[config.mk]
export PLATFORM = sky130hd
export DESIGN_NAME = blank_gen
export DESIGN_NICKNAME = d
export VERILOG_FILES = /design/src/hw/core_pkg.sv /design/src/hw/blank_gen.sv
export SDC_FILE = /design/constraint.sdc
export NUM_CORES = 1
export LEC_CHECK = 0
export BUFFER_PORTS_ARGS = -buffer_cell sky130_fd_sc_hd__clkbuf_2
export CAP_MARGIN = 10
export CORE_AREA = 2 2 52 54
export DETAILED_ROUTE_END_ITERATION = 8
export DIE_AREA = 0 0 54 56
export PLACE_DENSITY = 0.79
export SLEW_MARGIN = 5
export SYNTH_ARGS = -nofsm -noshare
export SYNTH_HDL_FRONTEND = slang
export SYNTH_SLANG_ARGS = --single-unit
export TNS_END_PERCENT = 30
[constraint.sdc]
create_clock -name clk_sys -period 4.1 [get_ports clk_sys]
set_clock_uncertainty 0.1 [all_clocks]
set_input_delay 1.23 -clock clk_sys [delete_from_list [all_inputs] [get_ports clk_sys]]
set_output_delay 1.23 -clock clk_sys [all_outputs]
set_load 0.02 [all_outputs]
[src/hw/core_pkg.sv]
// Core glue shared definitions
`default_nettype none

package core_pkg;

	// Game mode codes written by the loader at the mode index
	typedef logic [7:0] mode_t;

	localparam mode_t MODE_ROBOTRON = 8'd0;
	localparam mode_t MODE_JOUST    = 8'd1;
	localparam mode_t MODE_BUBBLES  = 8'd3;
	localparam mode_t MODE_PLAYBALL = 8'd7;

	// Player inputs, bits 8 and 9 carry fire e and fire f
	typedef logic [9:0] player_t;

	localparam int P_RIGHT  = 0;
	localparam int P_LEFT   = 1;
	localparam int P_DOWN   = 2;
	localparam int P_UP     = 3;
	localparam int P_FIRE_A = 4;
	localparam int P_FIRE_B = 5;
	localparam int P_FIRE_C = 6;
	localparam int P_FIRE_D = 7;

	// System buttons
	typedef logic [3:0] sys_t;

	localparam int SYS_START1  = 0;
	localparam int SYS_START2  = 1;
	localparam int SYS_COIN1   = 2;
	localparam int SYS_ADVANCE = 3;

	// Board joystick bus, active low
	typedef logic [7:0] stick_t;

	//////////////////////////////////////////////////////////////////////
	// Loader and memory
	localparam logic [7:0] IDX_ROM_MODE = 8'd1;
	localparam logic [7:0] IDX_DIP      = 8'd254;
	localparam logic [7:0] IDX_NVRAM    = 8'd4;

	localparam int IOCTL_ADDR_W = 25;
	localparam int NVRAM_ADDR_W = 10;

	//////////////////////////////////////////////////////////////////////
	// Video timing, horizontal values count pixel pairs
	localparam int CNT_W      = 11;
	localparam int HBLANK_ON  = 336;
	localparam int HBLANK_OFF = 40;
	localparam int VBLANK_ON  = 254;
	localparam int VBLANK_OFF = 14;

endpackage

`default_nettype wire

[src/hw/blank_gen.sv]
// Blanking from sync pulses
`timescale 1ns/1ps
`default_nettype none

module blank_gen (
	input  wire    clk_sys,
	input  wire    rst_n,
	input  wire    hs,
	input  wire    vs,
	output logic   ce_pix,
	output logic   hblank,
	output logic   vblank
);

	logic [core_pkg::CNT_W-1:0] pcnt;
	logic [core_pkg::CNT_W-1:0] lcnt;
	logic                       hs_q;
	logic                       vs_q;
	logic                       hs_rise;

	assign hs_rise = hs & ~hs_q;
	assign ce_pix  = pcnt[0];

	always_ff @(posedge clk_sys or negedge rst_n)
	begin
		if (!rst_n)
		begin
			pcnt   <= '0;
			lcnt   <= '0;
			hs_q   <= 1'b0;
			vs_q   <= 1'b0;
			hblank <= 1'b0;
			vblank <= 1'b0;
		end
		else
		begin
			hs_q <= hs;
			if (pcnt != '1)
				pcnt <= pcnt + 1'b1;

			// vs is only looked at on line starts
			if (hs_rise)
			begin
				pcnt <= '0;
				vs_q <= vs;
				if (vs & ~vs_q)
					lcnt <= '0;
				else if (lcnt != '1)
					lcnt <= lcnt + 1'b1;
			end

			if (pcnt[core_pkg::CNT_W-1:1] == core_pkg::HBLANK_ON)
				hblank <= 1'b1;
			if (pcnt[core_pkg::CNT_W-1:1] == core_pkg::HBLANK_OFF)
				hblank <= 1'b0;

			if (lcnt == core_pkg::VBLANK_ON)
				vblank <= 1'b1;
			if (lcnt == core_pkg::VBLANK_OFF)
				vblank <= 1'b0;
		end
	end

endmodule

`default_nettype wire

==> results.cfg, run 1 <==
[sta]
maxSlewHeadroom_pct = 32.95
clock.fmax_mhz = 432.8
drv_slew = 0
worst_slack_ns = 1.789
fin_setup_tns_ns = 0
worstMarginPinSlew_ns = 0.9975
setup_viol = 0
finalWorstPathRequiredPeriod_ns = 2.311
min_period_over_period_pct = 56.36
hold_viol_final = 0
rsz0062_at_grt = no

[critical_path]
path_cells = clkbuf_2
critPathKind = reg -> out
cp_max_fo = 5
startpoint_type = flip-flop
crit_arrival_ns = 0.98
worstSetupEndpointType = output port
critPathRequiredTime_ns = 2.77
cp_top_family = flip-flops
cp_num_buf_inv = 1
worst_path_max_delay_cell = dfrtp_1
max_stage_delay_ns = 0.45

[synth]
synthTopCellsByCount = dfrtp_1, nand2_1, o21ai_0
ys.flop_type = dfrtp_1
netlist_instances = 155
yosysUniqueCellTypes = 45
seq_area_frac_synth_pct = 44.87
synth_seq_cells = 26
yosysMostFrequentCell = dfrtp_1
synthTopCellsByArea = dfrtp_1, nand2_1, o21ai_0, or3_1, a21oi_1
synth_edf_count = 0
yosys.area.top_type_share_pct = 44.87
async_reset_ff_share_pct = 100.0
avgSynthCellArea_um2 = 9.356
yosysWarnings = 0
synth_area_um2 = 1450
synth_area_leader_cell = dfrtp_1
syn_nets = 162

[power_and_ir_drop]
p_sw_w = 0.0001667
power.internal_w = 0.0004169
p_leak_nw = 0.6217
power_frac_comb_pct = 13.6
power_density_nw_per_um2 = 380.1
ir_worst_vdd_uv = 334.0
seqPwrFrac_pct = 56.3
pwr-share-clk_pct = 30.1
switching_share_pct = 28.56

[floorplanning]
die_h_um = 56
die_area_um2 = 3024
ios = 7
fp.coreArea_um2 = 2432
die_w_um = 54
start_util_pct = 59.62
num_rows = 18

[detailed_routing]
vias_per_cell = 6.601
remaining_drc_errors = 0
first_pass_iters = 4
first_iter_violations = 42
wl_per_cell_um = 15.55
num_vias = 1241
drt_wl_total_um = 2924
drtAntennaViolNets = 0

[global_routing]
grt_max_degree = 27
grt_pass1_vias = 1257
antenna_found_initial = 0
grt_pass1_wl_um = 5485
track_usage_pct = 23.78
overflow = 0

[clock_network]
holdBufCountCts = 0
cts_buffers = 3
clk_path_buf_depth = 2
cts_setup_buffers = 0
numClockSinks = 26
htree_levels = 1
cts_tree = yes
path_clk_slew_ns = 0.14
cts-resized-gates = 0
insertion_delay_ns = 0.33
clk_root_buffer_cell = clkbuf_4

[min_path]
hp-class = reg -> reg

[placement]
dp_hpwl_um = 2103
place.gp.congestion = 0.8910
place_ws_ns = 1.587
port_buffers = 6

[job]
max_cap_violations = 0

[final_layout]
nets = 166
register_area_um2 = 650.6
diodes = 0
multi_input_area_um2 = 749.5
areaGrowthSynthToFinish_pct = 5.867
postLayoutCoreUtil_pct = 63.12
fillers = 210
drive_gt1_share_pct = 13.92

[run_status]
status = finished, final reports clean
==> logic make-up (layout without fill, tap and decap cells) <==
logic type,Yosys count,after routing,synth area share [%]
buf+inv,10,13,3.451
simple gates,72,72,28.90
xor+xnor,1,1,0.6041
mux,1,1,0.6903
fa+ha+maj,3,3,2.589
flops,26,26,44.87
compound gates,42,42,18.90
==> cell type report <==
class                           instances  area share (%)
Clock inverter                          1           1.956
Sequential cell                        26           42.38
Inverter                                2          0.4890
Tap cell                               30           2.445
Clock buffer                            3           1.467
Multi-Input combinational cell        119           48.82
Timing Repair Buffer                    7           2.445
==> metal layers <==
layer	wire length [um]	up-vias	GRT usage [%]	part of all wire, %
li1	-	596	-	-
met1	1410	614	34.90	48
met2	1372	26	34.84	47
met3	92	5	2.688	3.1
met4	50	0	10.36	1.7
met5	0	-	0	0
==> power groups by stage <==
| stage | Sequential, W | Combinational [W] | Clock [W] |
|---|---|---|---|
| 6_report | 0.000329 | 0.0000793 | 0.000175 |
| 5_1_grt | 0.000337 | 0.0000947 | 0.000194 |
| 4_1_cts | 0.000328 | 0.0000804 | 0.000181 |
| 3_5_place_dp | 0.000334 | 0.0000798 | 0 |
| 3_3_place_gp | 0.000331 | 0.0000764 | 0 |
| 2_1_floorplan | 0.000317 | 0.0000664 | 0 |
==> layout by cell type, fill, tap and decap left out, drive strengths merged, types with 4 or more instances in the layout <==
cell	Yosys	layout
dfrtp	26	26
nand2	17	17
o21ai	14	14
nand3	9	9
clkbuf	3	9
a21oi	8	8
or3	7	7
nor2	6	6
nand4	5	5
and3	5	5
nor3	4	4
a31oi	4	4
==> metrics by stage <==
stage / power (W) / std cells / area (um2) / hold WS, ns
final: 0.0005836 / 188 / 1535 / 0.4207
after global routing: 0.0006258 / 188 / 1535 / 0.4620
after CTS: 0.0005897 / 188 / 1535 / 0.4206
after detailed placement: 0.0004133 / 184 / 1483 / 0.3878
after global placement: 0.0004073 / 184 / 1483 / 0.3806
after floorplan: 0.0003837 / 155 / 1450 / 0.3596
==> registers in the layout (all words and copies together), names as in the netlist <==
| name | cells |
|---|---|
| lcnt | 11 |
| pcnt | 11 |
| hblank | 1 |
| hs_q | 1 |
| vblank | 1 |
| vs_q | 1 |
==> final timing paths <==
kind	startpoint	end	slack, ns	cells after the start
worst max-delay path	pcnt[0]	ce_pix	1.79	1
min in group asynchronous	rst_n	lcnt[7]	0.78	1
worst max register to register	pcnt[0]	pcnt[3]	1.90	5
worst min register to register	vs_q	vs_q	0.42	2
max in group asynchronous	rst_n	lcnt[2]	2.72	1
worst min-delay path	vs_q	vs_q	0.42	2
No activity file was read; power rests on OpenSTA's default activity.
==> run 2, diff against run 1 <==
- ABC_AREA: unset -> 1
- CORE_AREA: 2 2 52 54 -> 2 2 54 56
- DIE_AREA: 0 0 54 56 -> 0 0 56 58
- clock period: 4.1 -> 2.2 ns (I/O delays scaled with it)
==> results.cfg, run 2 <==
[critical_path]
r2r_start = pcnt[0]
cp_num_buf_inv = 1
cp_top_family = flip-flops
crit_end = ce_pix
worstSetupEndpointType = output port
rr_worst_depth = 7
r2r-end = pcnt[2]
worst_path_max_delay_cell = dfrtp_1
setup.worst_path.start = pcnt[0]
crit_arrival_ns = 0.94
max_stage_delay_ns = 0.43
cp_max_fo = 5
critPathRequiredTime_ns = 1.44
rrSetupSlack_ns = 0.54
startpoint_type = flip-flop
path_cells = clkbuf_2
critPathKind = reg -> out
path_depth = 1

[sta]
drv_slew = 0
fin_setup_tns_ns = 0
hold_viol_final = 0
min_period_over_period_pct = 77.13
maxSlewHeadroom_pct = 57.92
holdWs_ns = 0.2280
rsz0062_at_grt = no
worstMarginPinSlew_ns = 0.6312
setup_viol = 0
finalWorstPathRequiredPeriod_ns = 1.697
clock.fmax_mhz = 589.3

[final_layout]
fillers = 260
final_cells = 246
diodes = 0
drive_gt1_share_pct = 15.81
final_area_um2 = 1624
areaGrowthSynthToFinish_pct = 4.341
final_cell_mix = nand2_1, nand3_1, inv_1, dfrtp_1, nor2_1
reg_top3 = lcnt x11, pcnt x11
layout_commonest_cell = nand2_1
nets = 224

[min_path]
hp-class = in -> async

[placement]
place.gp.congestion = 0.8596
dpl_cell_area_um2 = 1602
dp_hpwl_um = 2167
dpl.cell_count = 243
port_buffers = 6

[detailed_routing]
first_pass_iters = 4
num_vias = 1318
drt_wl_total_um = 2886
drtAntennaViolNets = 0
wl_per_cell_um = 11.73
vias_per_cell = 5.358
remaining_drc_errors = 0
first_iter_violations = 45

[synth]
yosys.area.top_type_share_pct = 41.80
yosysWarnings = 0
synthTopCellsByCount = nand2_1, nand3_1, dfrtp_1, inv_1, nor2_1
synth_edf_count = 0
syn_nets = 215
netlist_instances = 208
seq_area_frac_synth_pct = 41.80
ys.flop_type = dfrtp_1
avgSynthCellArea_um2 = 7.483
synth_area_leader_cell = dfrtp_1
synthTopCellsByArea = dfrtp_1, nand2_1, nand3_1, inv_1, nor2_1
synth_seq_cells = 26
synth_area_um2 = 1556
async_reset_ff_share_pct = 100.0
yosysMostFrequentCell = nand2_1
yosysUniqueCellTypes = 27

[clock_network]
numClockSinks = 26
clk_path_buf_depth = 2
insertion_delay_ns = 0.32
cts_buffers = 3
cts_tree = yes
cts_setup_buffers = 0
htree_levels = 1
clk_root_buffer_cell = clkbuf_4
holdBufCountCts = 0
cts-resized-gates = 0
path_clk_slew_ns = 0.13

[global_routing]
antenna_found_initial = 0
grt_max_degree = 27
track_usage_pct = 21.26
overflow = 0
grt_pass1_vias = 1267
grt_pass1_wl_um = 5388

[power_and_ir_drop]
p_leak_nw = 0.8029
power_density_nw_per_um2 = 593.3
power_w = 0.0009635
ir_worst_vdd_uv = 423.0

[run_status]
status = finished, final reports clean

[floorplanning]
num_rows = 19
die_area_um2 = 3248
start_util_pct = 58.46
die_w_um = 56
fp.coreArea_um2 = 2663
ios = 7
die_h_um = 58

[job]
max_cap_violations = 0
## run 2: kinds of logic (layout without fill, tap and decap cells)
logic type,after synthesis,count (layout),synth area share (%)
simple gates,129,129,39.47
buf+inv,33,40,9.002
flops,26,26,41.80
compound gates,15,15,6.190
fa+ha+maj,3,3,2.412
xor+xnor,2,2,1.126
## run 2: final cells by class
cell class / count / area, um2 / share of cell area (%)
Multi-Input combinational cell: 149 / 765.7 / 47.15
Sequential cell: 26 / 650.6 / 40.06
Inverter: 31 / 116.4 / 7.165
Tap cell: 31 / 38.79 / 2.388
Timing Repair Buffer: 6 / 30.03 / 1.849
Clock buffer: 3 / 22.52 / 1.387
## run 2: power breakdown
group          internal, W  leakage (nW)  switching (W)
sequential        0.000526         0.351      0.0000509
clock            0.0000643        0.0138       0.000132
combinational    0.0000770         0.438       0.000113
## run 2: worst min-delay path by stage
stage	slack [ns]	cells past startpoint	endpoint	startpoint
2_1_floorplan	0.26	0	hblank	rst_n
3_3_place_gp	0.36	2	hblank	hblank
3_5_place_dp	0.37	2	hblank	hblank
4_1_cts	0.24	1	lcnt[10]	rst_n
5_1_grt	0.27	1	pcnt[1]	rst_n
6_report	0.23	1	lcnt[10]	rst_n
## run 2: per-layer routing
metal  share of wire, %  vias to the layer above  GRT usage (%)
met5                  0                        -              0
met4                2.4                        0          9.524
met3                2.5                        7          2.009
met2                 49                       22          37.98
met1                 46                      608          26.32
li1                   -                      681              -
## run 2: stage by stage
stage	utilization, %	setup WS (ns)
2_1_floorplan	-	0.6527
3_3_place_gp	60.15	0.4147
3_5_place_dp	60.15	0.3964
4_1_cts	61.00	0.4769
5_1_grt	61.00	0.3734
6_report	61.00	0.5031
==> run 3, diff against run 2 <==
- CORE_AREA: 2 2 54 56 -> 2 2 57 59
- DIE_AREA: 0 0 56 58 -> 0 0 59 61
- PLACE_DENSITY: 0.79 -> 0.74
- clock period: 2.2 -> 1.4 ns (I/O delays scaled with it)
==> results.cfg, run 3 (synthesized netlist as in run 2, its figures left out) <==
[power_and_ir_drop]
pwr-share-clk_pct = 20.8
power.internal_w = 0.001268
p_sw_w = 0.0006209
seqPwrFrac_pct = 48.4
power_frac_comb_pct = 30.8
power_density_nw_per_um2 = 904.4
ir_worst_vdd_uv = 671.1
p_leak_nw = 1.030
switching_share_pct = 32.88

[critical_path]
worstSetupEndpointType = output port
setup.worst_path.start = pcnt[0]
r2r_start = pcnt[0]
critPathRequiredTime_ns = 0.88
rrSetupSlack_ns = -0.02
cp_max_fo = 2
crit_end = ce_pix
r2r-end = pcnt[0]
startpoint_type = flip-flop
rr_worst_depth = 8
critPathKind = reg -> out
crit_arrival_ns = 0.99

[floorplanning]
die_h_um = 61
die_w_um = 59
fp.coreArea_um2 = 2953
die_area_um2 = 3599
ios = 7
start_util_pct = 52.71
num_rows = 20

[final_layout]
final_cell_mix = nand2_1, buf_4, inv_1
drive_gt1_share_pct = 35.34
postLayoutCoreUtil_pct = 70.72
reg_top3 = lcnt x11, pcnt x11
layout_commonest_cell = nand2_1
fillers = 223
areaGrowthSynthToFinish_pct = 34.16
diodes = 0
nets = 257
final_area_um2 = 2088

[global_routing]
antenna_found_initial = 0
grt_max_degree = 27
overflow = 0
grt_pass1_vias = 1288
track_usage_pct = 20.27
grt_pass1_wl_um = 5561

[placement]
dpl_cell_area_um2 = 1805
dp_hpwl_um = 2236
port_buffers = 6
place.gp.congestion = 0.8879
place_ws_ns = -0.01765

[detailed_routing]
vias_per_cell = 5.245
drtAntennaViolNets = 0
wl_per_cell_um = 12.90
first_iter_violations = 38
remaining_drc_errors = 0
first_pass_iters = 4
drt_wl_total_um = 3637
num_vias = 1479

[sta]
worst_slack_ns = -0.1067
setup_viol = 10
fin_setup_tns_ns = -0.2390
drv_slew = 0
clock.fmax_mhz = 663.7
worstMarginPinSlew_ns = 0.2517
holdWs_ns = 0.1142
min_period_over_period_pct = 107.6
rsz0062_at_grt = yes
maxSlewHeadroom_pct = 83.13
finalWorstPathRequiredPeriod_ns = 1.507
hold_viol_final = 0

[min_path]
hp-class = in -> reg

[clock_network]
clk_root_buffer_cell = clkbuf_4
numClockSinks = 26
clk_path_buf_depth = 2
htree_levels = 1
insertion_delay_ns = 0.33
cts_buffers = 3
cts_tree = yes
path_clk_slew_ns = 0.14

[run_status]
status = complete, but fails checks
violations = setup timing

[job]
max_cap_violations = 0
## run 3: changes by cell type in the layout (fill, tap and decap cells not counted), moves of 3 or more
cell | before | now
nand3_2 | 1 | 4
buf_4 | 0 | 27
nand2_1 | 58 | 50
nand2_4 | 1 | 5
nand3_1 | 29 | 24
nand2_2 | 7 | 11
nor2_4 | 2 | 8
nor2_1 | 12 | 8
buf_6 | 0 | 3
clkbuf_2 | 6 | 3
## run 3: area by class of cell
cell class | instances | area (um2) | share of cell area, %
multi-input cells | 150 | 935.9 | 44.82
flip-flops and latches | 26 | 651.9 | 31.22
repair buffers | 38 | 306.5 | 14.68
inverters | 31 | 116.4 | 5.572
well taps | 33 | 41.29 | 1.977
clock buffers | 4 | 36.28 | 1.738
## run 3: metrics by stage
step           total power, W  instances
3_3_place_gp         0.001311        269
3_5_place_dp         0.001317        269
5_1_grt              0.001987        282
6_report             0.001889        282
2_1_floorplan        0.001154        208
4_1_cts              0.001722        275
## run 3: what timing repair did
action,CTS,global route
setup endpoints to repair,9,26
hold buffers,1,0
cloned,0,1
setup buffers,1,6
pin swaps,0,17
gates resized for setup,6,35
hold endpoints to repair,26,0
## run 3: layer usage
layer,track usage [%],vias to the layer above,share of wire (%)
met5,0,-,0
met4,5.844,0,1.0
met2,31.59,38,47
met1,29.74,682,47
li1,-,755,-
met3,2.559,4,4.5
## run 3: how the worst min path moves through the flow
stage	cells past startpoint	from	slack (ns)	to
floorplan	0	rst_n	0.02	hblank
global placement	2	rst_n	0.28	pcnt[2]
detailed placement	2	rst_n	0.28	pcnt[1]
CTS	1	hs	0.10	hs_q
global route	1	hs	0.09	hs_q
finish	1	hs	0.11	hs_q
## run 3: power groups by stage
| stage | sequential (W) | clock [W] | combinational [W] |
|---|---|---|---|
| 4_1_cts | 0.000885 | 0.000400 | 0.000438 |
| 3_3_place_gp | 0.000897 | 0 | 0.000414 |
| 6_report | 0.000914 | 0.000393 | 0.000582 |
| 5_1_grt | 0.000921 | 0.000432 | 0.000634 |
| 2_1_floorplan | 0.000912 | 0 | 0.000242 |
| 3_5_place_dp | 0.000897 | 0 | 0.000419 |
## run 3: worst max-delay path, cell delays in order, from the launching register on
cell and delay (ns):
dfrtp_2 0.44, buf_6 0.12, buf_8 0.12
